## src/logic/fpsqrt_pkg.sv

```systemverilog
package fpsqrt_pkg;

	// ==================================================
	// Word and field types
	// ==================================================

	// Operand and result word, binary16 lives in the low half
	typedef logic [31:0] fp_word_t;

	// Operand format select
	typedef enum logic {
		FMT_F16 = 1'b0,
		FMT_F32 = 1'b1
	} fmt_e;

	// Rounding mode code
	typedef logic [2:0] rm_t;

	// Biased result exponent, top bit takes the rounding carry
	typedef logic [8:0] exp_t;

	// Partial root, bit 25 is the integer bit once binary32 has finished
	// binary16 ends up in bits 11:0 and is left-aligned before rounding
	typedef logic [25:0] root_t;

	// Non-negative partial remainder
	typedef logic [27:0] rem_t;

	// Radicand as a stream of bit pairs, consumed from the top
	typedef logic [51:0] radicand_t;

	// Operand class, decides early finish and the special result
	typedef struct packed {
		logic is_nan;
		logic is_inf;
		logic is_zero;
		logic invalid;
	} op_class_t;

	// Everything the back end needs about the accepted operation
	typedef struct packed {
		logic      sign;
		fmt_e      fmt;
		rm_t       rm;
		exp_t      res_exp;
		op_class_t cls;
	} op_info_t;

	// ==================================================
	// Constants
	// ==================================================

	// Rounding modes, 5 to 7 fall back to truncation
	localparam rm_t RM_RNE = 3'd0;
	localparam rm_t RM_RTZ = 3'd1;
	localparam rm_t RM_RDN = 3'd2;
	localparam rm_t RM_RUP = 3'd3;
	localparam rm_t RM_RMM = 3'd4;

	localparam exp_t F16_BIAS = 9'd15;
	localparam exp_t F32_BIAS = 9'd127;

	// Two root bits per cycle, 12 bits for binary16 and 26 for binary32
	localparam logic [3:0] F16_ITERS = 4'd6;
	localparam logic [3:0] F32_ITERS = 4'd13;

	// Canonical quiet NaN patterns
	localparam logic [15:0] F16_QNAN = 16'h7E00;
	localparam fp_word_t    F32_QNAN = 32'h7FC0_0000;

endpackage

```

## src/logic/fpsqrt_ctrl.sv

```systemverilog
`timescale 1ns/1ns

module fpsqrt_ctrl (
	input  logic             clk,
	input  logic             rst_n,
	input  logic             start_valid_i,
	input  fpsqrt_pkg::fmt_e fmt_i,
	input  logic             special_i,
	input  logic             flush_i,
	input  logic             finish_ready_i,
	output logic             start_ready_o,
	output logic             finish_valid_o,
	output logic             accept_o,
	output logic             step_o
);

	import fpsqrt_pkg::*;

	typedef enum logic [1:0] {
		IDLE,
		ITER,
		DONE
	} state_e;

	state_e     state_q;
	state_e     state_d;
	logic [3:0] cnt_q;
	logic       last_iter;

	assign start_ready_o  = (state_q == IDLE);
	assign finish_valid_o = (state_q == DONE);
	assign step_o         = (state_q == ITER);
	assign accept_o       = start_valid_i & start_ready_o;

	// Counter holds the steps still to go, including the current one
	assign last_iter = (cnt_q == 4'd1);

	// ==================================================
	// FSM
	// ==================================================
	always_comb begin
		state_d = state_q;
		case (state_q)
			IDLE: begin
				if (accept_o) begin
					// Special operands skip the recurrence
					state_d = special_i ? DONE : ITER;
				end
			end
			ITER: begin
				if (last_iter) begin
					state_d = DONE;
				end
			end
			DONE: begin
				if (finish_ready_i) begin
					state_d = IDLE;
				end
			end
			default: state_d = IDLE;
		endcase
		// Flush wins over everything
		if (flush_i) begin
			state_d = IDLE;
		end
	end

	always_ff @(posedge clk or negedge rst_n) begin
		if (!rst_n) begin
			state_q <= IDLE;
			cnt_q   <= 4'd0;
		end else begin
			state_q <= state_d;
			if (accept_o) begin
				cnt_q <= (fmt_i == FMT_F16) ? F16_ITERS : F32_ITERS;
			end else if (step_o) begin
				cnt_q <= cnt_q - 4'd1;
			end
		end
	end

endmodule

```

## src/logic/fpsqrt_iter.sv

```systemverilog
`timescale 1ns/1ns

module fpsqrt_iter (
	input  logic                  clk,
	input  logic                  rst_n,
	input  logic                  load_i,
	input  logic                  step_i,
	input  fpsqrt_pkg::radicand_t radicand_i,
	output fpsqrt_pkg::root_t     root_o,
	output fpsqrt_pkg::rem_t      rem_o
);

	import fpsqrt_pkg::*;

	radicand_t rad_q;
	root_t     root_q;
	rem_t      rem_q;

	// Result of the first decision in a cycle
	root_t root_a;
	rem_t  rem_a;
	// Result of the second decision, loaded into the registers
	root_t root_b;
	rem_t  rem_b;

	// ==================================================
	// One restoring square-root bit
	// ==================================================
	// Brings down a pair, trial-subtracts 4*root + 1 and
	// appends the new root bit
	// Returns {next root, next remainder}
	function automatic logic [53:0] sqrt_bit(
		input root_t      root,
		input rem_t       rem,
		input logic [1:0] pair
	);
		rem_t        cur;
		logic [28:0] diff;
		logic        ge;
		// Upper remainder bits are zero here, remainder stays below 2 * root
		cur  = {rem[25:0], pair};
		diff = {1'b0, cur} - {1'b0, root, 2'b01};
		// No borrow means the trial value fits
		ge   = ~diff[28];
		return {root[24:0], ge, (ge ? diff[27:0] : cur)};
	endfunction

	// Two decisions in series per clock
	always_comb begin
		{root_a, rem_a} = sqrt_bit(root_q, rem_q, rad_q[51:50]);
		{root_b, rem_b} = sqrt_bit(root_a, rem_a, rad_q[49:48]);
	end

	// ==================================================
	// State registers
	// ==================================================
	always_ff @(posedge clk or negedge rst_n) begin
		if (!rst_n) begin
			rad_q  <= '0;
			root_q <= '0;
			rem_q  <= '0;
		end else if (load_i) begin
			rad_q  <= radicand_i;
			root_q <= '0;
			rem_q  <= '0;
		end else if (step_i) begin
			// Four radicand bits used per step
			rad_q  <= {rad_q[47:0], 4'b0000};
			root_q <= root_b;
			rem_q  <= rem_b;
		end
	end

	// binary32 takes 13 steps for 26 bits
	// binary16 stops after 6 and leaves its 12 bits at the bottom
	assign root_o = root_q;
	assign rem_o  = rem_q;

endmodule

```

## src/logic/fpsqrt_round.sv

```systemverilog
`timescale 1ns/1ns

module fpsqrt_round (
	input  fpsqrt_pkg::root_t    root_i,
	input  fpsqrt_pkg::rem_t     rem_i,
	input  fpsqrt_pkg::op_info_t info_i,
	output fpsqrt_pkg::fp_word_t res_o,
	output logic [4:0]           fflags_o
);

	import fpsqrt_pkg::*;

	logic        is_f16;
	logic        special;
	root_t       root_al;
	logic [22:0] frac_trunc;
	logic [23:0] inc_unit;
	logic [23:0] frac_sum;
	logic        round_bit;
	logic        sticky_bit;
	logic        round_up;
	logic        carry;
	exp_t        exp_rnd;
	logic [22:0] frac_rnd;
	logic [15:0] f16_res;
	fp_word_t    f32_res;

	assign is_f16  = (info_i.fmt == FMT_F16);
	assign special = info_i.cls.is_nan | info_i.cls.is_inf | info_i.cls.is_zero;

	// ==================================================
	// Alignment and round/sticky
	// ==================================================

	// Left-align the binary16 root so both formats share bit positions
	// binary32: [25] int, [24:2] fraction, [1] round, [0] extra
	// binary16: [25] int, [24:15] fraction, [14] round
	assign root_al = is_f16 ? {root_i[11:0], 14'b0} : root_i;

	assign frac_trunc = is_f16 ? {root_al[24:15], 13'b0} : root_al[24:2];
	assign round_bit  = is_f16 ? root_al[14] : root_al[1];
	// binary16 has no root bits below round
	assign sticky_bit = (rem_i != '0) | (~is_f16 & root_al[0]);

	// Result is never negative, so RDN behaves as RTZ
	// No exact midpoint exists for sqrt, RNE needs only the round bit
	always_comb begin
		case (info_i.rm)
			RM_RNE, RM_RMM: round_up = round_bit;
			RM_RUP:         round_up = round_bit | sticky_bit;
			RM_RTZ, RM_RDN: round_up = 1'b0;
			default:        round_up = 1'b0;
		endcase
	end

	// Increment at the format's LSB
	assign inc_unit = is_f16 ? 24'h00_2000 : 24'h00_0001;
	assign frac_sum = {1'b0, frac_trunc} + (round_up ? inc_unit : 24'h0);

	// Carry out leaves a zero fraction and bumps the exponent
	assign carry    = frac_sum[23];
	assign frac_rnd = frac_sum[22:0];
	assign exp_rnd  = info_i.res_exp + exp_t'(carry);

	// ==================================================
	// Result packing
	// ==================================================
	always_comb begin
		f32_res = {1'b0, exp_rnd[7:0], frac_rnd};
		f16_res = {1'b0, exp_rnd[4:0], frac_rnd[22:13]};
		if (info_i.cls.is_nan) begin
			f32_res = F32_QNAN;
			f16_res = F16_QNAN;
		end else if (info_i.cls.is_inf) begin
			f32_res = 32'h7F80_0000;
			f16_res = 16'h7C00;
		end else if (info_i.cls.is_zero) begin
			// sqrt(-0) is -0
			f32_res = {info_i.sign, 31'b0};
			f16_res = {info_i.sign, 15'b0};
		end
	end

	// binary16 zero-extended in the upper half
	assign res_o = is_f16 ? {16'h0000, f16_res} : f32_res;

	// Flags: invalid, divide-by-zero, overflow, underflow, inexact
	// Datapath is stale for special operands, so inexact is masked
	assign fflags_o = {
		info_i.cls.invalid,
		1'b0,
		1'b0,
		1'b0,
		(round_bit | sticky_bit) & ~special
	};

endmodule

```

## src/logic/fpsqrt_top.sv

```systemverilog
`timescale 1ns/1ns

module fpsqrt_top (
	input  logic                 clk,
	input  logic                 rst_n,
	// Start handshake and operand
	input  logic                 start_valid_i,
	output logic                 start_ready_o,
	input  fpsqrt_pkg::fmt_e     fp_format_i,
	input  fpsqrt_pkg::fp_word_t op_i,
	input  fpsqrt_pkg::rm_t      rm_i,
	// Returns the unit to idle
	input  logic                 flush_i,
	// Finish handshake and result
	output logic                 finish_valid_o,
	input  logic                 finish_ready_i,
	output fpsqrt_pkg::fp_word_t fpsqrt_res_o,
	output logic [4:0]           fflags_o
);

	import fpsqrt_pkg::*;

	logic      accept;
	logic      special;
	logic      step;
	radicand_t radicand;
	root_t     root;
	rem_t      rem;
	op_info_t  info;

	// ==================================================
	// Front end and control
	// ==================================================

	// Classify the live operand and capture it on acceptance
	fpsqrt_unpack u_unpack (
		.clk        (clk),
		.rst_n      (rst_n),
		.op_i       (op_i),
		.fmt_i      (fp_format_i),
		.rm_i       (rm_i),
		.accept_i   (accept),
		.special_o  (special),
		.radicand_o (radicand),
		.info_o     (info)
	);

	fpsqrt_ctrl u_ctrl (
		.clk            (clk),
		.rst_n          (rst_n),
		.start_valid_i  (start_valid_i),
		.fmt_i          (fp_format_i),
		.special_i      (special),
		.flush_i        (flush_i),
		.finish_ready_i (finish_ready_i),
		.start_ready_o  (start_ready_o),
		.finish_valid_o (finish_valid_o),
		.accept_o       (accept),
		.step_o         (step)
	);

	// ==================================================
	// Recurrence and rounding
	// ==================================================

	fpsqrt_iter u_iter (
		.clk        (clk),
		.rst_n      (rst_n),
		.load_i     (accept),
		.step_i     (step),
		.radicand_i (radicand),
		.root_o     (root),
		.rem_o      (rem)
	);

	// Combinational, result is valid whenever finish_valid_o is high
	fpsqrt_round u_round (
		.root_i   (root),
		.rem_i    (rem),
		.info_i   (info),
		.res_o    (fpsqrt_res_o),
		.fflags_o (fflags_o)
	);

endmodule

```

## src/logic/fpsqrt_unpack.sv

```systemverilog
`timescale 1ns/1ns

module fpsqrt_unpack (
	input  logic                   clk,
	input  logic                   rst_n,
	input  fpsqrt_pkg::fp_word_t   op_i,
	input  fpsqrt_pkg::fmt_e       fmt_i,
	input  fpsqrt_pkg::rm_t        rm_i,
	input  logic                   accept_i,
	output logic                   special_o,
	output fpsqrt_pkg::radicand_t  radicand_o,
	output fpsqrt_pkg::op_info_t   info_o
);

	import fpsqrt_pkg::*;

	logic      is_f16;
	logic      sign;
	logic [7:0] exp_fld;
	logic [22:0] frac_fld;
	logic      exp_zero;
	logic      exp_max;
	logic      frac_zero;
	logic      is_nan;
	logic      is_snan;
	logic      exp_odd;
	exp_t      exp_sum;
	op_class_t cls;
	op_info_t  info_d;
	op_info_t  info_q;

	// ==================================================
	// Field extraction
	// ==================================================

	assign is_f16 = (fmt_i == FMT_F16);
	assign sign   = is_f16 ? op_i[15] : op_i[31];
	assign exp_fld = is_f16 ? {3'b000, op_i[14:10]} : op_i[30:23];
	// Fraction MSB aligned for both formats, so bit 22 is the quiet bit
	assign frac_fld = is_f16 ? {op_i[9:0], 13'b0} : op_i[22:0];

	assign exp_zero  = (exp_fld == 8'd0);
	assign exp_max   = is_f16 ? (op_i[14:10] == 5'h1F) : (op_i[30:23] == 8'hFF);
	assign frac_zero = (frac_fld == 23'd0);
	assign is_nan    = exp_max & ~frac_zero;
	assign is_snan   = is_nan & ~frac_fld[22];

	// Classification
	// Subnormals are flushed, so a zero exponent field is a zero
	assign cls.is_zero = exp_zero;
	assign cls.invalid = is_snan | (sign & ~exp_zero & ~is_nan);
	// Invalid operations also give the quiet NaN
	assign cls.is_nan  = is_nan | cls.invalid;
	assign cls.is_inf  = exp_max & frac_zero & ~sign;

	assign special_o = cls.is_nan | cls.is_inf | cls.is_zero;

	// Result exponent is bias + floor(e/2) = floor((E + bias) / 2)
	assign exp_sum = exp_t'(exp_fld) + (is_f16 ? F16_BIAS : F32_BIAS);
	// Bias is odd, so an even field means an odd unbiased exponent
	assign exp_odd = ~exp_fld[0];

	// Two integer bits in front, odd exponents use twice the significand
	assign radicand_o = exp_odd ? {1'b1, frac_fld, 28'b0} : {2'b01, frac_fld, 27'b0};

	assign info_d.sign    = sign;
	assign info_d.fmt     = fmt_i;
	assign info_d.rm      = rm_i;
	assign info_d.res_exp = {1'b0, exp_sum[8:1]};
	assign info_d.cls     = cls;

	// Operation info, held until the next acceptance
	always_ff @(posedge clk or negedge rst_n) begin
		if (!rst_n) begin
			info_q <= '0;
		end else if (accept_i) begin
			info_q <= info_d;
		end
	end

	assign info_o = info_q;

endmodule

```

## config.mk

```make
export PLATFORM = sky130hd
export DESIGN_NAME = fpsqrt_top
export DESIGN_NICKNAME = d
export VERILOG_FILES = /design/src/logic/fpsqrt_pkg.sv /design/src/logic/fpsqrt_ctrl.sv /design/src/logic/fpsqrt_iter.sv /design/src/logic/fpsqrt_round.sv /design/src/logic/fpsqrt_top.sv /design/src/logic/fpsqrt_unpack.sv
export SDC_FILE = /design/constraint.sdc
export NUM_CORES = 1
export LEC_CHECK = 0
export BUFFER_PORTS_ARGS = -buffer_cell sky130_fd_sc_hd__buf_2
export CAP_MARGIN = 15
export CORE_MARGIN = 3
export CORE_UTILIZATION = 30
export DETAILED_ROUTE_END_ITERATION = 16
export PLACE_DENSITY = 0.55
export SYNTH_ARGS = -nofsm -noshare
export SYNTH_HDL_FRONTEND = slang
export SYNTH_SLANG_ARGS = --single-unit
```

## constraint.sdc

```tcl
create_clock -name clk -period 5.9 [get_ports clk]
set_clock_uncertainty 0.1 [all_clocks]
set_input_delay 1.18 -clock clk [delete_from_list [all_inputs] [get_ports clk]]
set_output_delay 1.18 -clock clk [all_outputs]
set_load 0.05 [all_outputs]
```

==> impl_metrics.env <==
export IMPL_hold_viol=0
export IMPL_rsz0062_at_grt="true"
export IMPL_worst_slew_pin_slew_ns=0.9490
export IMPL_cp_start_kind="flop"
export IMPL_ys_top_cells_by_count="nand2_1, o21ai_0, dfrtp_1"
export IMPL_synth_top_area_share_pct=27.05
export IMPL_final_cells=1672
export IMPL_cp_data_arrival_time_ns=5.87
export IMPL_cts_root_buf="clkbuf_16"
export IMPL_initial_core_util_pct=30.61
export IMPL_cts_tree="built"
export IMPL_drive_gt1_share_pct=16.07
export IMPL_grt_pass1_vias=8833
export IMPL_grt_pass1_wl_um=50580
export IMPL_max_stage_delay_ns=0.62
export IMPL_dp_cells=1655
export IMPL_synth_most_common_cell="nand2_1"
export IMPL_synth_seq_cells=102
export IMPL_drv_cap=0
export IMPL_vias=9312
export IMPL_path_max_fanout=10
export IMPL_die_w_um=183.4
export IMPL_path_cells="ha_1, nand3_1, or4_4, a311o_1, a31o_2, o21ai_4, buf_6, a21oi_1, ha_1, nand3_1, nor2_1, a31oi_4, o31a_1, o41a_4, nor3b_1, o41ai_1, a32o_1"
export IMPL_avgRoutedWirePerCell_um=19.10
export IMPL_cts_inserted_buffers=9
export IMPL_area_growth_pct=15.57
export IMPL_async_reset_ff_share_pct=100.0
export IMPL_port_buffers=76
export IMPL_clkTransAtPathRegs_ns=0.08
export IMPL_drtAntennaViolNets=0
export IMPL_fin_ws_ns=0.2365
export IMPL_path_class="flop to flop"
export IMPL_first_pass_iters=8
export IMPL_fmax_ghz=0.1766
export IMPL_cts_hold_buffers=0
export IMPL_finalSetupViolations=0
export IMPL_die_area_um2=33620
export IMPL_place_hpwl_um=24490
export IMPL_place_gp_congestion=0.9867
export IMPL_slowest_stage="o41ai_1"
export IMPL_clock_sinks=102
export IMPL_post_route_drc_count=0
export IMPL_insertion_delay_ns=0.37
export IMPL_antenna_found_initial=0
export IMPL_via_per_inst=5.569
export IMPL_layout_nets=1376
export IMPL_worstPathRequired_ns=6.11
export IMPL_netlist_top_cell_by_area="dfrtp_1"
export IMPL_grt_max_degree=68
export IMPL_cts_max_level=3
export IMPL_synth_edf_count=0
export IMPL_grt_overflow=0
export IMPL_ys_warn_count=0
export IMPL_hold_path_class="flop to flop"
export IMPL_ys_flop_type="dfrtp_1"
export IMPL_finalCriticalPeriod_ns=5.663
export IMPL_insertedDiodeCount=0
export IMPL_fin_crit_sh_pct=95.99
export IMPL_die_h_um=183.4
export IMPL_finalMaxSlewViolations=0
export IMPL_io_pins=80
export IMPL_avgSynthCellArea_um2=7.812
export IMPL_syn_area_um2=9437
export IMPL_core_um2=30830
export IMPL_fp_row_count=64
export IMPL_post_place_ws_ns=0.1278
export IMPL_setup_tns_ns=0
export IMPL_path_buf_inv=1
export IMPL_status="finished clean"
export IMPL_seq_area_frac_synth_pct=27.05
export IMPL_clockBufferDepth=2
export IMPL_end_kind="flop"
export IMPL_totalWireLength_um=31930
export IMPL_crit_family="compound AO/OA/AOI/OAI gates"
export IMPL_synthCells=1208
export IMPL_relSlewSlack_pct=36.50
export IMPL_track_usage_pct=18.94
export IMPL_synth_distinct_cells=71
export IMPL_drt_iter0_drc=799
export IMPL_synth_area_leaders="dfrtp_1, ha_1, o21ai_0, xnor2_1, nand2_1"
## kinds of logic after synthesis
family          synth area share, %
compound gates                21.59
xor+xnor                      7.611
fa+ha+maj                     8.486
buf+inv                       4.985
flops                         27.05
mux                           7.863
other cells                 0.03974
simple gates                  22.38
## state kept, by name, summed over array words and instances (netlist names)
| signal | count |
|---|---|
| u_iter.rad_q | 25 |
| u_ctrl.state_q | 2 |
| u_ctrl.cnt_q | 4 |
| u_unpack.info_o | 17 |
| u_iter.rem_o | 28 |
| u_iter.root_o | 26 |
## worst paths after layout
check / startpoint / depth (start not counted) / slack [ns] / end
worst max-delay path: u_iter.rem_o[7] / 17 / 0.24 / u_iter.rem_o[22]
max in group asynchronous: rst_n / 2 / 3.69 / u_iter.root_o[5]
worst max register to register: u_iter.rem_o[7] / 17 / 0.24 / u_iter.rem_o[22]
min in group asynchronous: rst_n / 1 / 0.77 / u_iter.rad_q[31]
worst min register to register: u_iter.rad_q[28] / 2 / 0.39 / u_iter.rad_q[28]
worst min-delay path: u_iter.rad_q[28] / 2 / 0.39 / u_iter.rad_q[28]
## cell type report
class	instances	area (um2)
well taps	396	495.5
flip-flops and latches	102	2562
clock inverters	6	70.07
fillers	3206	19920
clock buffers	10	229.0
multi-input cells	989	6633
inverters	50	187.7
repair buffers	119	728.2
## routing by layer
layer	GRT usage (%)	up-vias	share of wire (%)
li1	-	4475	-
met1	27.69	4500	47
met2	29.24	299	45
met3	3.054	38	6.0
met4	4.692	0	2.1
met5	0	-	0
## what timing repair did
item / 4_1_cts / 5_1_grt
setup buffers: 0 / 1
endpoints found under the setup margin: 0 / 44
resized for setup: 0 / 38
## metrics by stage
step           util, %  hold slack, ns  instance area (um2)
3_3_place_gp     33.80          0.3651                10420
3_5_place_dp     33.80          0.3704                10420
2_1_floorplan        -          0.3464                 9477
4_1_cts          34.77          0.3879                10720
5_1_grt          35.37          0.4354                10910
6_report         35.37          0.3895                10910
## layout by cell type, fill, tap and decap left out, types with 13 or more instances in the layout
| master | synthesis | layout |
|---|---|---|
| a21oi_1 | 75 | 73 |
| mux2i_1 | 46 | 46 |
| and2_1 | 14 | 14 |
| inv_1 | 50 | 50 |
| buf_4 | 5 | 41 |
| ha_1 | 64 | 57 |
| nand4_1 | 13 | 13 |
| nor3_1 | 26 | 25 |
| nand2_1 | 135 | 134 |
| o21ai_0 | 112 | 109 |
| xor2_1 | 21 | 21 |
| nor2_1 | 100 | 94 |
| buf_2 | 4 | 74 |
| dfrtp_1 | 102 | 94 |
| xnor2_1 | 61 | 61 |
| and3_1 | 20 | 20 |
| a21o_1 | 32 | 31 |
| nand3_1 | 84 | 84 |
| a31oi_1 | 21 | 21 |
## worst register-to-register path: stages (launching register included)
cell and delay [ns]:
dfrtp_1 0.44, ha_1 0.40, nand3_1 0.18, or4_4 0.57, a311o_1 0.36, a31o_2 0.32
o21ai_4 0.20, buf_6 0.18, a21oi_1 0.09, ha_1 0.41, nand3_1 0.15, nor2_1 0.23
a31oi_4 0.12, o31a_1 0.41, o41a_4 0.44, nor3b_1 0.16, o41ai_1 0.62, a32o_1 0.25
Power is not shown: default switching activity piles up to over one toggle a cycle in this logic, so the estimate is an artifact.
